==> config.mk <==
export PLATFORM = sky130hd
export DESIGN_NAME = wb_top
export DESIGN_NICKNAME = d
export VERILOG_FILES = /design/src/source/lsu_pkg.sv /design/src/source/wb_top.sv /design/src/source/mem_wb.sv /design/src/source/lsu_datapath.sv /design/src/source/lsu_timer.sv /design/src/source/lsu_fsm.sv
export SDC_FILE = /design/constraint.sdc
export NUM_CORES = 2
export LEC_CHECK = 0
export BUFFER_PORTS_ARGS = -buffer_cell sky130_fd_sc_hd__buf_2
export CAP_MARGIN = 10
export CORE_AREA = 5 5 454 456
export DETAILED_ROUTE_END_ITERATION = 7
export DIE_AREA = 0 0 459 461
export MAX_ROUTING_LAYER = met4
export PLACE_DENSITY = 0.38
export REMOVE_ABC_BUFFERS = 1
export SYNTH_ARGS = -nofsm -noshare
export SYNTH_HDL_FRONTEND = slang
export SYNTH_SLANG_ARGS = --single-unit
==> constraint.sdc <==
create_clock -name clk -period 7.8 [get_ports clk]
set_input_delay 1.17 -clock clk [delete_from_list [all_inputs] [get_ports clk]]
set_output_delay 1.17 -clock clk [all_outputs]
set_load 0.01 [all_outputs]
==> src/source/lsu_pkg.sv <==
package lsu_pkg;

    // ****************************************
    // Widths and decode constants
    // ****************************************
    localparam int XLEN = 64;

    localparam logic [6:0] OP_LOAD  = 7'b0000011;
    localparam logic [6:0] OP_STORE = 7'b0100011;

    // Access size in funct3[1:0], unsigned flag in funct3[2]
    localparam logic [2:0] F3_B  = 3'b000;
    localparam logic [2:0] F3_H  = 3'b001;
    localparam logic [2:0] F3_W  = 3'b010;
    localparam logic [2:0] F3_D  = 3'b011;
    localparam logic [2:0] F3_BU = 3'b100;
    localparam logic [2:0] F3_HU = 3'b101;
    localparam logic [2:0] F3_WU = 3'b110;

    localparam int TIMER_W = 5;
    localparam logic [TIMER_W-1:0] TIMEOUT_CYCLES = 5'd16; // Memory ack wait limit

    typedef enum logic [2:0] {
        IDLE,
        MEM_REQ,
        MEM_DROP,
        COMMIT,
        ACK
    } lsu_state_e;

    // ****************************************
    // Instruction word views
    // ****************************************
    typedef struct packed {
        logic [11:0] imm;
        logic [4:0]  rs1;
        logic [2:0]  funct3;
        logic [4:0]  rd;
        logic [6:0]  opcode;
    } itype_s;

    typedef struct packed {
        logic [6:0] imm_hi;  // imm[11:5]
        logic [4:0] rs2;
        logic [4:0] rs1;
        logic [2:0] funct3;
        logic [4:0] imm_lo;  // imm[4:0]
        logic [6:0] opcode;
    } stype_s;

    typedef union packed {
        itype_s i;  // Loads
        stype_s s;  // Stores
    } inst_u;

endpackage
==> src/source/wb_top.sv <==
`timescale 1ns/10ps

module wb_top (
    input  logic                     clk,
    input  logic                     rst_n,
    // Execute side
    input  logic                     ex_req_i,
    output logic                     ex_ack_o,
    input  logic [lsu_pkg::XLEN-1:0] pc_i,
    input  logic [31:0]              inst_i,
    input  logic [lsu_pkg::XLEN-1:0] rs1_val_i,
    input  logic [lsu_pkg::XLEN-1:0] rs2_val_i,
    input  logic                     exu_we_i,
    input  logic [lsu_pkg::XLEN-1:0] exu_wdata_i,
    input  logic [lsu_pkg::XLEN-1:0] csr_mtvec_i,
    input  logic [lsu_pkg::XLEN-1:0] csr_mepc_i,
    input  logic [lsu_pkg::XLEN-1:0] csr_mstatus_i,
    input  logic [lsu_pkg::XLEN-1:0] csr_mcause_i,
    // Data memory
    output logic                     mem_req_o,
    input  logic                     mem_ack_i,
    output logic                     mem_we_o,
    output logic [lsu_pkg::XLEN-1:0] mem_addr_o,
    output logic [lsu_pkg::XLEN-1:0] mem_wdata_o,
    output logic [7:0]               mem_wstrb_o,
    input  logic [lsu_pkg::XLEN-1:0] mem_rdata_i,
    // Commit record
    output logic                     commit_valid_o,
    output logic [lsu_pkg::XLEN-1:0] commit_pc_o,
    output logic [31:0]              commit_inst_o,
    output logic                     wb_we_o,
    output logic [4:0]               wb_rd_o,
    output logic [lsu_pkg::XLEN-1:0] wb_wdata_o,
    output logic                     fault_o,
    output logic [lsu_pkg::XLEN-1:0] csr_mtvec_o,
    output logic [lsu_pkg::XLEN-1:0] csr_mepc_o,
    output logic [lsu_pkg::XLEN-1:0] csr_mstatus_o,
    output logic [lsu_pkg::XLEN-1:0] csr_mcause_o
);

    logic                     is_mem;
    logic                     is_store;
    logic                     misaligned;
    logic                     load_latch;
    logic [lsu_pkg::XLEN-1:0] load_data;
    logic                     timer_run;
    logic                     timer_clr;
    logic                     timeout;
    logic                     wb_commit;
    logic                     wb_fault;

    lsu_fsm u_fsm (
        .clk          (clk),
        .rst_n        (rst_n),
        .ex_req_i     (ex_req_i),
        .ex_ack_o     (ex_ack_o),
        .is_mem_i     (is_mem),
        .misaligned_i (misaligned),
        .mem_req_o    (mem_req_o),
        .mem_ack_i    (mem_ack_i),
        .load_latch_o (load_latch),
        .timer_run_o  (timer_run),
        .timer_clr_o  (timer_clr),
        .timeout_i    (timeout),
        .wb_commit_o  (wb_commit),
        .wb_fault_o   (wb_fault)
    );

    lsu_timer u_timer (
        .clk       (clk),
        .rst_n     (rst_n),
        .run_i     (timer_run),
        .clr_i     (timer_clr),
        .timeout_o (timeout)
    );

    lsu_datapath u_datapath (
        .clk          (clk),
        .rst_n        (rst_n),
        .inst_i       (inst_i),
        .rs1_val_i    (rs1_val_i),
        .rs2_val_i    (rs2_val_i),
        .load_latch_i (load_latch),
        .is_mem_o     (is_mem),
        .is_store_o   (is_store),
        .misaligned_o (misaligned),
        .mem_addr_o   (mem_addr_o),
        .mem_we_o     (mem_we_o),
        .mem_wdata_o  (mem_wdata_o),
        .mem_wstrb_o  (mem_wstrb_o),
        .mem_rdata_i  (mem_rdata_i),
        .load_data_o  (load_data)
    );

    mem_wb u_mem_wb (
        .clk            (clk),
        .rst_n          (rst_n),
        .commit_i       (wb_commit),
        .fault_i        (wb_fault),
        .is_mem_i       (is_mem),
        .is_store_i     (is_store),
        .exu_we_i       (exu_we_i),
        .pc_i           (pc_i),
        .inst_i         (inst_i),
        .exu_wdata_i    (exu_wdata_i),
        .load_data_i    (load_data),
        .csr_mtvec_i    (csr_mtvec_i),
        .csr_mepc_i     (csr_mepc_i),
        .csr_mstatus_i  (csr_mstatus_i),
        .csr_mcause_i   (csr_mcause_i),
        .commit_valid_o (commit_valid_o),
        .commit_pc_o    (commit_pc_o),
        .commit_inst_o  (commit_inst_o),
        .wb_we_o        (wb_we_o),
        .wb_rd_o        (wb_rd_o),
        .wb_wdata_o     (wb_wdata_o),
        .fault_o        (fault_o),
        .csr_mtvec_o    (csr_mtvec_o),
        .csr_mepc_o     (csr_mepc_o),
        .csr_mstatus_o  (csr_mstatus_o),
        .csr_mcause_o   (csr_mcause_o)
    );

endmodule

==> src/source/mem_wb.sv <==
`timescale 1ns/10ps

module mem_wb (
    input  logic                     clk,
    input  logic                     rst_n,
    input  logic                     commit_i,
    input  logic                     fault_i,
    input  logic                     is_mem_i,
    input  logic                     is_store_i,
    input  logic                     exu_we_i,
    input  logic [lsu_pkg::XLEN-1:0] pc_i,
    input  logic [31:0]              inst_i,
    input  logic [lsu_pkg::XLEN-1:0] exu_wdata_i,
    input  logic [lsu_pkg::XLEN-1:0] load_data_i,
    input  logic [lsu_pkg::XLEN-1:0] csr_mtvec_i,
    input  logic [lsu_pkg::XLEN-1:0] csr_mepc_i,
    input  logic [lsu_pkg::XLEN-1:0] csr_mstatus_i,
    input  logic [lsu_pkg::XLEN-1:0] csr_mcause_i,
    output logic                     commit_valid_o,
    output logic [lsu_pkg::XLEN-1:0] commit_pc_o,
    output logic [31:0]              commit_inst_o,
    output logic                     wb_we_o,
    output logic [4:0]               wb_rd_o,
    output logic [lsu_pkg::XLEN-1:0] wb_wdata_o,
    output logic                     fault_o,
    output logic [lsu_pkg::XLEN-1:0] csr_mtvec_o,
    output logic [lsu_pkg::XLEN-1:0] csr_mepc_o,
    output logic [lsu_pkg::XLEN-1:0] csr_mstatus_o,
    output logic [lsu_pkg::XLEN-1:0] csr_mcause_o
);

    logic [4:0]               rd;
    logic                     we_d;
    logic [lsu_pkg::XLEN-1:0] wdata_d;

    assign rd = inst_i[11:7];

    // Stores and faults never write, x0 is discarded
    always_comb begin
        if (fault_i || rd == 5'd0) begin
            we_d = 1'b0;
        end else if (is_mem_i) begin
            we_d = !is_store_i;
        end else begin
            we_d = exu_we_i;
        end
    end

    assign wdata_d = !we_d ? '0 : (is_mem_i ? load_data_i : exu_wdata_i);

    always_ff @(posedge clk) begin
        if (rst_n) begin
            commit_valid_o <= 1'b0;
            commit_pc_o    <= '0;
            commit_inst_o  <= '0;
            wb_we_o        <= 1'b0;
            wb_rd_o        <= '0;
            wb_wdata_o     <= '0;
            fault_o        <= 1'b0;
            csr_mtvec_o    <= '0;
            csr_mepc_o     <= '0;
            csr_mstatus_o  <= '0;
            csr_mcause_o   <= '0;
        end else begin
            commit_valid_o <= commit_i;  // Single cycle pulse
            if (commit_i) begin
                commit_pc_o   <= pc_i;
                commit_inst_o <= inst_i;
                wb_we_o       <= we_d;
                wb_rd_o       <= rd;
                wb_wdata_o    <= wdata_d;
                fault_o       <= fault_i;
                csr_mtvec_o   <= csr_mtvec_i;
                csr_mepc_o    <= csr_mepc_i;
                csr_mstatus_o <= csr_mstatus_i;
                csr_mcause_o  <= csr_mcause_i;
            end
        end
    end

endmodule

==> src/source/lsu_datapath.sv <==
`timescale 1ns/10ps

module lsu_datapath (
    input  logic                     clk,
    input  logic                     rst_n,
    input  logic [31:0]              inst_i,
    input  logic [lsu_pkg::XLEN-1:0] rs1_val_i,
    input  logic [lsu_pkg::XLEN-1:0] rs2_val_i,
    input  logic                     load_latch_i,
    output logic                     is_mem_o,
    output logic                     is_store_o,
    output logic                     misaligned_o,
    output logic [lsu_pkg::XLEN-1:0] mem_addr_o,
    output logic                     mem_we_o,
    output logic [lsu_pkg::XLEN-1:0] mem_wdata_o,
    output logic [7:0]               mem_wstrb_o,
    input  logic [lsu_pkg::XLEN-1:0] mem_rdata_i,
    output logic [lsu_pkg::XLEN-1:0] load_data_o
);

    lsu_pkg::inst_u            inst;
    logic                      is_load;
    logic                      is_store;
    logic [2:0]                funct3;
    logic [lsu_pkg::XLEN-1:0]  imm;
    logic [lsu_pkg::XLEN-1:0]  eff_addr;
    logic [2:0]                byte_off;
    logic [7:0]                size_mask;
    logic [lsu_pkg::XLEN-1:0]  rdata_sh;
    logic [lsu_pkg::XLEN-1:0]  load_ext;
    logic [lsu_pkg::XLEN-1:0]  load_q;

    // ****************************************
    // Decode and address
    // ****************************************
    assign inst     = inst_i;
    assign is_load  = (inst.i.opcode == lsu_pkg::OP_LOAD);
    assign is_store = (inst.s.opcode == lsu_pkg::OP_STORE);
    assign funct3   = inst.i.funct3; // Same field position in both formats

    always_comb begin
        if (is_store) begin
            imm = {{52{inst.s.imm_hi[6]}}, inst.s.imm_hi, inst.s.imm_lo};
        end else begin
            imm = {{52{inst.i.imm[11]}}, inst.i.imm};
        end
    end

    assign eff_addr = rs1_val_i + imm;
    assign byte_off = eff_addr[2:0];

    // Byte enables for the access size
    always_comb begin
        case (funct3[1:0])
            2'b00:   size_mask = 8'h01;
            2'b01:   size_mask = 8'h03;
            2'b10:   size_mask = 8'h0f;
            default: size_mask = 8'hff;
        endcase
    end

    always_comb begin
        case (funct3[1:0])
            2'b00:   misaligned_o = 1'b0;
            2'b01:   misaligned_o = is_load | is_store ? eff_addr[0] : 1'b0;
            2'b10:   misaligned_o = is_load | is_store ? |eff_addr[1:0] : 1'b0;
            default: misaligned_o = is_load | is_store ? |eff_addr[2:0] : 1'b0;
        endcase
    end

    assign is_mem_o    = is_load | is_store;
    assign is_store_o  = is_store;
    assign mem_we_o    = is_store;
    assign mem_addr_o  = {eff_addr[lsu_pkg::XLEN-1:3], 3'b000};  // Doubleword aligned
    assign mem_wdata_o = rs2_val_i << {byte_off, 3'b000};
    assign mem_wstrb_o = is_store ? (size_mask << byte_off) : 8'h00;

    // ****************************************
    // Load extraction
    // ****************************************
    assign rdata_sh = mem_rdata_i >> {byte_off, 3'b000};

    always_comb begin
        case (funct3)
            lsu_pkg::F3_B:  load_ext = {{56{rdata_sh[7]}}, rdata_sh[7:0]};
            lsu_pkg::F3_BU: load_ext = {56'b0, rdata_sh[7:0]};
            lsu_pkg::F3_H:  load_ext = {{48{rdata_sh[15]}}, rdata_sh[15:0]};
            lsu_pkg::F3_HU: load_ext = {48'b0, rdata_sh[15:0]};
            lsu_pkg::F3_W:  load_ext = {{32{rdata_sh[31]}}, rdata_sh[31:0]};
            lsu_pkg::F3_WU: load_ext = {32'b0, rdata_sh[31:0]};
            default:        load_ext = rdata_sh;
        endcase
    end

    always_ff @(posedge clk) begin
        if (rst_n) begin
            load_q <= '0;
        end else if (load_latch_i) begin
            load_q <= load_ext;  // Captured on the ack edge
        end
    end

    assign load_data_o = load_q;

endmodule

==> src/source/lsu_timer.sv <==
`timescale 1ns/10ps

module lsu_timer (
    input  logic clk,
    input  logic rst_n,
    input  logic run_i,
    input  logic clr_i,
    output logic timeout_o
);

    logic [lsu_pkg::TIMER_W-1:0] cnt_q;

    // Saturates at the limit
    always_ff @(posedge clk) begin
        if (rst_n) begin
            cnt_q <= '0;
        end else if (clr_i) begin
            cnt_q <= '0;
        end else if (run_i && !timeout_o) begin
            cnt_q <= cnt_q + 1'b1;
        end
    end

    assign timeout_o = (cnt_q == lsu_pkg::TIMEOUT_CYCLES);

endmodule

==> src/source/lsu_fsm.sv <==
`timescale 1ns/10ps

module lsu_fsm (
    input  logic clk,
    input  logic rst_n,
    input  logic ex_req_i,
    output logic ex_ack_o,
    input  logic is_mem_i,
    input  logic misaligned_i,
    output logic mem_req_o,
    input  logic mem_ack_i,
    output logic load_latch_o,
    output logic timer_run_o,
    output logic timer_clr_o,
    input  logic timeout_i,
    output logic wb_commit_o,
    output logic wb_fault_o
);

    lsu_pkg::lsu_state_e state_q;
    lsu_pkg::lsu_state_e state_d;
    logic req_q;    // Execute request, sampled once
    logic fault_q;
    logic fault_d;

    always_ff @(posedge clk) begin
        if (rst_n) begin
            state_q <= lsu_pkg::IDLE;
            req_q   <= 1'b0;
            fault_q <= 1'b0;
        end else begin
            state_q <= state_d;
            req_q   <= ex_req_i;
            fault_q <= fault_d;
        end
    end

    // ****************************************
    // Next state
    // ****************************************
    always_comb begin
        state_d = state_q;
        fault_d = fault_q;
        case (state_q)
            lsu_pkg::IDLE: begin
                fault_d = 1'b0;
                if (req_q) begin
                    if (is_mem_i && misaligned_i) begin
                        state_d = lsu_pkg::COMMIT; // No bus cycle at all
                        fault_d = 1'b1;
                    end else if (is_mem_i) begin
                        state_d = lsu_pkg::MEM_REQ;
                    end else begin
                        state_d = lsu_pkg::COMMIT;
                    end
                end
            end
            lsu_pkg::MEM_REQ: begin
                if (mem_ack_i) begin
                    state_d = lsu_pkg::MEM_DROP;
                end else if (timeout_i) begin
                    state_d = lsu_pkg::MEM_DROP; // Abandon, still wait for ack low
                    fault_d = 1'b1;
                end
            end
            lsu_pkg::MEM_DROP: begin
                if (!mem_ack_i) begin
                    state_d = lsu_pkg::COMMIT;
                end
            end
            lsu_pkg::COMMIT: begin
                state_d = lsu_pkg::ACK;
            end
            lsu_pkg::ACK: begin
                if (!req_q) begin
                    state_d = lsu_pkg::IDLE; // Driver released request
                end
            end
            default: begin
                state_d = lsu_pkg::IDLE;
            end
        endcase
    end

    // ****************************************
    // Outputs
    // ****************************************
    assign ex_ack_o     = (state_q == lsu_pkg::ACK);
    assign mem_req_o    = (state_q == lsu_pkg::MEM_REQ);
    assign load_latch_o = (state_q == lsu_pkg::MEM_REQ) && mem_ack_i;
    assign timer_run_o  = (state_q == lsu_pkg::MEM_REQ);
    assign timer_clr_o  = (state_q == lsu_pkg::IDLE);
    assign wb_commit_o  = (state_q == lsu_pkg::COMMIT);
    assign wb_fault_o   = fault_q;

endmodule

## Word level (Yosys, flattened, before mapping)

Index checks and enable logic that the tools add are counted.

- $add $sub $neg: 2
- Equal/unequal tests: 20
- Shift operators: 3
- Mux-type cells: 25
- Bitwise logic cells: 1
- Reductions and logical operators: 16

Operators by type and width:

| operator | count |
|---|---|
| 64-bit case mux with 6 select lines | 1 |
| 64-bit 2-to-1 mux | 2 |
| 64-bit adder | 1 |
| 64-bit by 6-bit << shifter with 64-bit output | 1 |
| 64-bit by 6-bit right shift with 64-bit output | 1 |
| 8-bit case mux with 3 select lines | 1 |
| 3-bit 2-to-1 mux | 6 |
| 3-bit case mux with 5 select lines | 1 |
| 3-bit == test (second input constant) | 4 |
| 3-bit by 2-bit == test with 1-bit output (second input constant) | 3 |
| 1-bit 2-to-1 mux | 9 |
| 8-bit 2-to-1 mux | 1 |
| 2-bit inequality test (second input constant) | 4 |
| 8-bit by 3-bit << shifter with 8-bit output | 1 |
| 7-bit by 2-bit == test with 1-bit output (second input constant) | 1 |
| 7-bit by 6-bit == test with 1-bit output (second input constant) | 1 |
| 3-bit by 1-bit == test with 1-bit output (second input constant) | 2 |
| 3-bit logical NOT | 2 |
| 5-bit by 1-bit adder with 5-bit output (second input constant) | 1 |
| 5-bit == test (second input constant) | 1 |
| 5-bit logical NOT | 1 |
| 5-bit 2-to-1 mux | 1 |
| 4-bit AND reduction | 1 |
| 2-bit OR reduction | 2 |
| other kinds (15) | 18 |

- Flip-flop bits (word level): 498
- Bits of input ports: 613
- Output and inout port bits: 563
- Logic and storage cells: 83

## Longest topological paths before layout

- Depth after elaboration: 10
- Mapped depth: 18
- Depth with buffers taken out: 17

## Modules after synthesis

A second synthesis with hierarchy kept.

- Cells, all modules: 2,824
- Area total of the unflattened synthesis: 25,859.8 um^2

Modules (own cells, without submodules):

| module | times used | cells each | area each (um^2) | sequential area each (um^2) |
|---|---|---|---|---|
| mem_wb | 1 | 1,444 | 15,607.5 | 8,388.0 |
| lsu_datapath | 1 | 1,318 | 9,688.0 | 1,281.2 |
| lsu_fsm | 1 | 33 | 282.8 | 100.1 |
| lsu_timer | 1 | 29 | 281.5 | 100.1 |

## Worst setup path before layout

Ideal clock, no wire load.

- Kind: input -> output
- Start point: input port inst_i[2]
- End point: output port mem_addr_o[62] (netlist bit)
- Data arrival time: 4.760 ns
- Required time: 6.630 ns
- Setup slack: 1.870 ns
- Stages: 17
- Path buffers: 0
- Cells stage by stage: nor4_1 and3_1 nand2_1 mux2_2 ha_1 inv_1 fa_1 nand2b_1 a21oi_1 o221ai_1 a21oi_1 a21oi_2 o221a_2 nor3_4 a31oi_1 a221oi_2 xor2_1

- Longest elaborated chain between the ends: 3

RTL lines:

| element | RTL line | RTL |
|---|---|---|
| start, declared | wb_top.sv:10 | `input logic [31:0] inst_i,` |
| 7-bit by 6-bit == test with 1-bit output | lsu_datapath.sv:38 | `assign is_store = (inst.s.opcode == lsu_pkg::OP_STORE);` |
| 5-bit 2-to-1 mux | lsu_datapath.sv:42 | `if (is_store) begin` |
| 64-bit adder | lsu_datapath.sv:49 | `assign eff_addr = rs1_val_i + imm;` |
| end, declared | wb_top.sv:23 | `output logic [lsu_pkg::XLEN-1:0] mem_addr_o,` |

Every way passes these cells.

## Worst setup path in the final report

- Start point: input port inst_i[2]
- End point: output port mem_addr_o[61] (netlist bit)

Same word-level chain as after synthesis.

==> results.sh <==
export IMPL_status="finished clean"
export IMPL_dieArea_um2=212000
export IMPL_min_to="u_mem_wb.csr_mcause_o[31]"
export IMPL_synth_ff_latch_count=493
export IMPL_whs_path_depth=2
export IMPL_fin_tns_setup_ns=0
export IMPL_setup_violations=0
export IMPL_period_share_pct=92.1
export IMPL_start_util_pct=12.3
export IMPL_crit_path_cell_trace="buf_2 -> nor4_1 -> buf_4 -> and3_2 -> buf_4 -> nand2_1 -> buf_4 -> mux2_2 -> ha_1 -> buf_4 -> o211ai_1 -> o211ai_1 -> and4bb_1 -> o211ai_2 -> a31oi_2 -> a21oi_1 -> o21ai_1 -> a311oi_1 -> o21ai_1 -> xor2_1 -> buf_2"
export IMPL_syn_area_um2=24700
export IMPL_yosys_top_cells_area="dfxtp_1, nand2_1, a21oi_1"
export IMPL_reg2regPathDepth=7
export IMPL_cp_slowest_cell="a311oi_1"
export IMPL_die_w_um=459
export IMPL_viasPerCell=3.93
export IMPL_antenna_found_initial=74
export IMPL_fin_total_pwr_mw=9.07
export IMPL_fmax_ghz=0.139
export IMPL_r2r_setup_slack_ns=4.30
export IMPL_setup_slack_ns=0.613
export IMPL_yosys_area_top_type_share_pct=40.0
export IMPL_hold_viol_final=0
export IMPL_cts_resized=0
export IMPL_dp_slack_ns=0.540
export IMPL_yosys_warnings=0
export IMPL_crit_required_ns=6.63
export IMPL_peakVddDrop_v=0.000156
export IMPL_period_needed_ns=7.19
export IMPL_drive_gt1_share_pct=32.2
export IMPL_avgRoutedWirePerCell_um=22.0
export IMPL_cts_max_path_buffers=3
export IMPL_path_class="input pin to output port"
export IMPL_ys_types=73
export IMPL_first_iter_violations=1549
export IMPL_wl_um=157000
export IMPL_end_kind="output port"
export IMPL_row_count=165
export IMPL_p_leak_nw=15.4
export IMPL_cts_sinks=493
export IMPL_yosysTopAreaCell="dfxtp_1"
export IMPL_cts_tree="yes"
export IMPL_cpPeakStageDelay_ns=0.50
export IMPL_vias=28100
export IMPL_ios=1176
export IMPL_overflow=0
export IMPL_ctsRootBufferMaster="clkbuf_16"
export IMPL_hp_class="flop to flop"
export IMPL_dr_pass1_iters=5
export IMPL_crit_top_cell="buf_4"
export IMPL_nFillCells=23300
export IMPL_grt_usage_pct=14.4
export IMPL_synthFlopType="dfxtp_1"
export IMPL_r2r_end="u_mem_wb.wb_wdata_o[60]"
export IMPL_syn_inst=3338
export IMPL_finClkSkew_ns=0.0223
export IMPL_clk_pin_slew_ns=0.05
export IMPL_grt_pass1_wl_um=214000
export IMPL_stdcell_area_um2=35800
export IMPL_worstHoldStart="u_mem_wb.csr_mcause_o[31]"
export IMPL_r2r_start="u_fsm.state_q[1]"
export IMPL_tightest_slew_ns=1.13
export IMPL_rsz0062_at_grt="false"
export IMPL_cap_violations=0
export IMPL_ctsHoldBuffers=0
export IMPL_critical_path_arrival_ns=6.02
export IMPL_relSlewSlack_pct=25.0
export IMPL_io_buffers=1172
export IMPL_syn_to_final_growth_pct=45.0
export IMPL_grt_pass1_vias=28100
export IMPL_postRouteAntennaNets=0
export IMPL_final_cell_count_no_fill=7142
export IMPL_syn_avg_cell_area_um2=7.40
export IMPL_dpl_instance_area_um2=33400
export IMPL_insertion_delay_ns=0.66
export IMPL_seq_area_frac_synth_pct=40.0
export IMPL_cts_setup_buffers=0
export IMPL_slew_viol_final=0
export IMPL_placed_cells=6965
export IMPL_p_per_area_nw_per_um2=253
export IMPL_numCtsBuffers=68
export IMPL_detailed_place_hpwl_um=126000
export IMPL_path_max_fanout=12
export IMPL_cts_max_level=3
export IMPL_ys_async_sr_fraction_pct=0
export IMPL_routabilityCongestion=0.901
export IMPL_drc=0
export IMPL_synth_edf_count=0
export IMPL_grt_max_degree=170
export IMPL_nNetsFinal=5047
export IMPL_die_h_um=461
export IMPL_coreArea_um2=201000
export IMPL_crit_path_start_kind="input pin"
-- cell families after synthesis --
family	Yosys count	share of synthesized area (%)
DFF	493	40.0
muxes	97	5.66
buffers and inverters	289	4.60
AOI/OAI and AO/OA	902	20.5
other	1	0.0152
adders and majority gates	71	3.63
and+or+nand+nor	1418	23.3
xor gates and xnor gates	67	2.38
-- layout by cell type (no fill, tap or decap), types with 8 or more instances in the layout --
| cell | count |
|---|---|
| a22oi_1 | 9 |
| a211oi_1 | 13 |
| nand2_1 | 993 |
| clkbuf_8 | 11 |
| and2_1 | 9 |
| o21ai_0 | 56 |
| inv_1 | 23 |
| clkinv_2 | 8 |
| dfxtp_1 | 493 |
| nand3_1 | 25 |
| o31ai_1 | 10 |
| o21bai_1 | 10 |
| mux2_2 | 31 |
| nand4_1 | 16 |
| xnor2_1 | 42 |
| and3_1 | 17 |
| o21a_1 | 12 |
| diode_2 | 60 |
| buf_4 | 36 |
| buf_2 | 1171 |
| clkbuf_16 | 70 |
| clkbuf_1 | 16 |
| a21o_1 | 37 |
| a31o_2 | 10 |
| nor3_1 | 77 |
| nor2b_1 | 8 |
| ha_1 | 69 |
| nor2_1 | 217 |
| o211ai_1 | 8 |
| nand2b_1 | 11 |
| mux4_2 | 31 |
| a21oi_1 | 656 |
| nand3b_1 | 9 |
| buf_12 | 10 |
| mux2i_1 | 35 |
| o21ai_1 | 8 |
| a31oi_1 | 24 |
| a311oi_1 | 8 |
| xor2_1 | 23 |
-- critical path: cells and delay by family --
family                     cells  cell delay (ns)
buffers and inverters          6             1.07
AOI/OAI and AO/OA              8             2.08
muxes                          1             0.29
and+or+nand+nor                4             0.93
xor gates and xnor gates       1             0.17
adders and majority gates      1             0.27
-- cell usage after synthesis (4+ instances only) --
library cell / instances
a211oi_1: 13
a21o_1: 37
a21oi_1: 656
a22o_1: 6
a22oi_1: 9
a311oi_1: 8
a31o_2: 10
a31oi_1: 24
and2_1: 10
and3_1: 18
buf_1: 21
buf_2: 12
buf_4: 8
clkbuf_1: 223
dfxtp_1: 493
ha_1: 70
inv_1: 23
mux2_2: 31
mux2i_1: 35
mux4_2: 31
nand2_1: 993
nand2b_1: 11
nand3_1: 26
nand3b_1: 9
nand4_1: 16
nor2_1: 220
nor2b_1: 8
nor3_1: 77
nor4_1: 6
o211ai_1: 8
o21a_1: 12
o21ai_0: 56
o21ai_1: 8
o21bai_1: 10
o221ai_1: 6
o31ai_1: 11
or2_2: 4
xnor2_1: 43
xor2_1: 24
-- power by group --
| part | switching (mW) | leakage [nW] | total [mW] | internal (mW) |
|---|---|---|---|---|
| clock network | 1.29 | 1.09 | 3.16 | 1.86 |
| logic | 1.91 | 10.4 | 2.90 | 0.993 |
| registers | 0.177 | 3.99 | 3.01 | 2.84 |
| total | 3.38 | 15.4 | 9.07 | 5.69 |
-- per-stage QoR --
| stage | hold WS (ns) | utilization, % |
|---|---|---|
| 6_report | 0.449 | 17.8 |
| 3_3_place_gp | 0.438 | 16.6 |
| 4_1_cts | 0.451 | 17.7 |
| 3_5_place_dp | 0.443 | 16.6 |
| 5_1_grt | 0.464 | 17.8 |
| 2_1_floorplan | 0.433 | - |
-- worst max-delay path by stage --
stage               cells past startpoint                     end             start  slack [ns]
floorplan                               6  u_mem_wb.wb_wdata_o[0]  u_fsm.state_q[1]       -5.46
global placement                       21          mem_addr_o[62]         inst_i[2]        0.49
detailed placement                     21          mem_addr_o[62]         inst_i[2]        0.54
CTS                                    21          mem_addr_o[62]         inst_i[2]        0.50
global route                           21          mem_addr_o[61]         inst_i[2]        0.29
finish                                 21          mem_addr_o[61]         inst_i[2]        0.61
-- layout make-up --
| type | count | area, um2 | area share (%) |
|---|---|---|---|
| clock inverters | 20 | 272 | 0.758 |
| well taps | 2672 | 3340 | 9.33 |
| inverters | 24 | 90.1 | 0.251 |
| clock buffers | 97 | 1960 | 5.48 |
| diodes | 60 | 150 | 0.419 |
| flip-flops and latches | 493 | 9870 | 27.5 |
| repair buffers | 1218 | 6350 | 17.7 |
| multi-input cells | 2558 | 13800 | 38.5 |
-- per-layer routing --
layer | vias to the layer above | track usage (%) | wire length (um)
li1 | 13500 | - | -
met1 | 13300 | 15.3 | 60700
met2 | 1070 | 24.7 | 77400
met3 | 174 | 5.30 | 13800
met4 | 0 | 4.72 | 5120
met5 | - | - | 0
-- registers in the layout, summed over array words and instances (netlist names), 3 cells and up --
signal	count
u_mem_wb.csr_mstatus_o	64
u_mem_wb.wb_wdata_o	64
u_mem_wb.csr_mtvec_o	64
u_mem_wb.commit_pc_o	64
u_mem_wb.wb_rd_o	4
u_fsm.state_q	3
u_mem_wb.commit_inst_o	28
u_timer.cnt_q	5
u_mem_wb.csr_mcause_o	64
u_mem_wb.csr_mepc_o	64
u_datapath.load_data_o	64
Power figures use the tool's default switching activity.
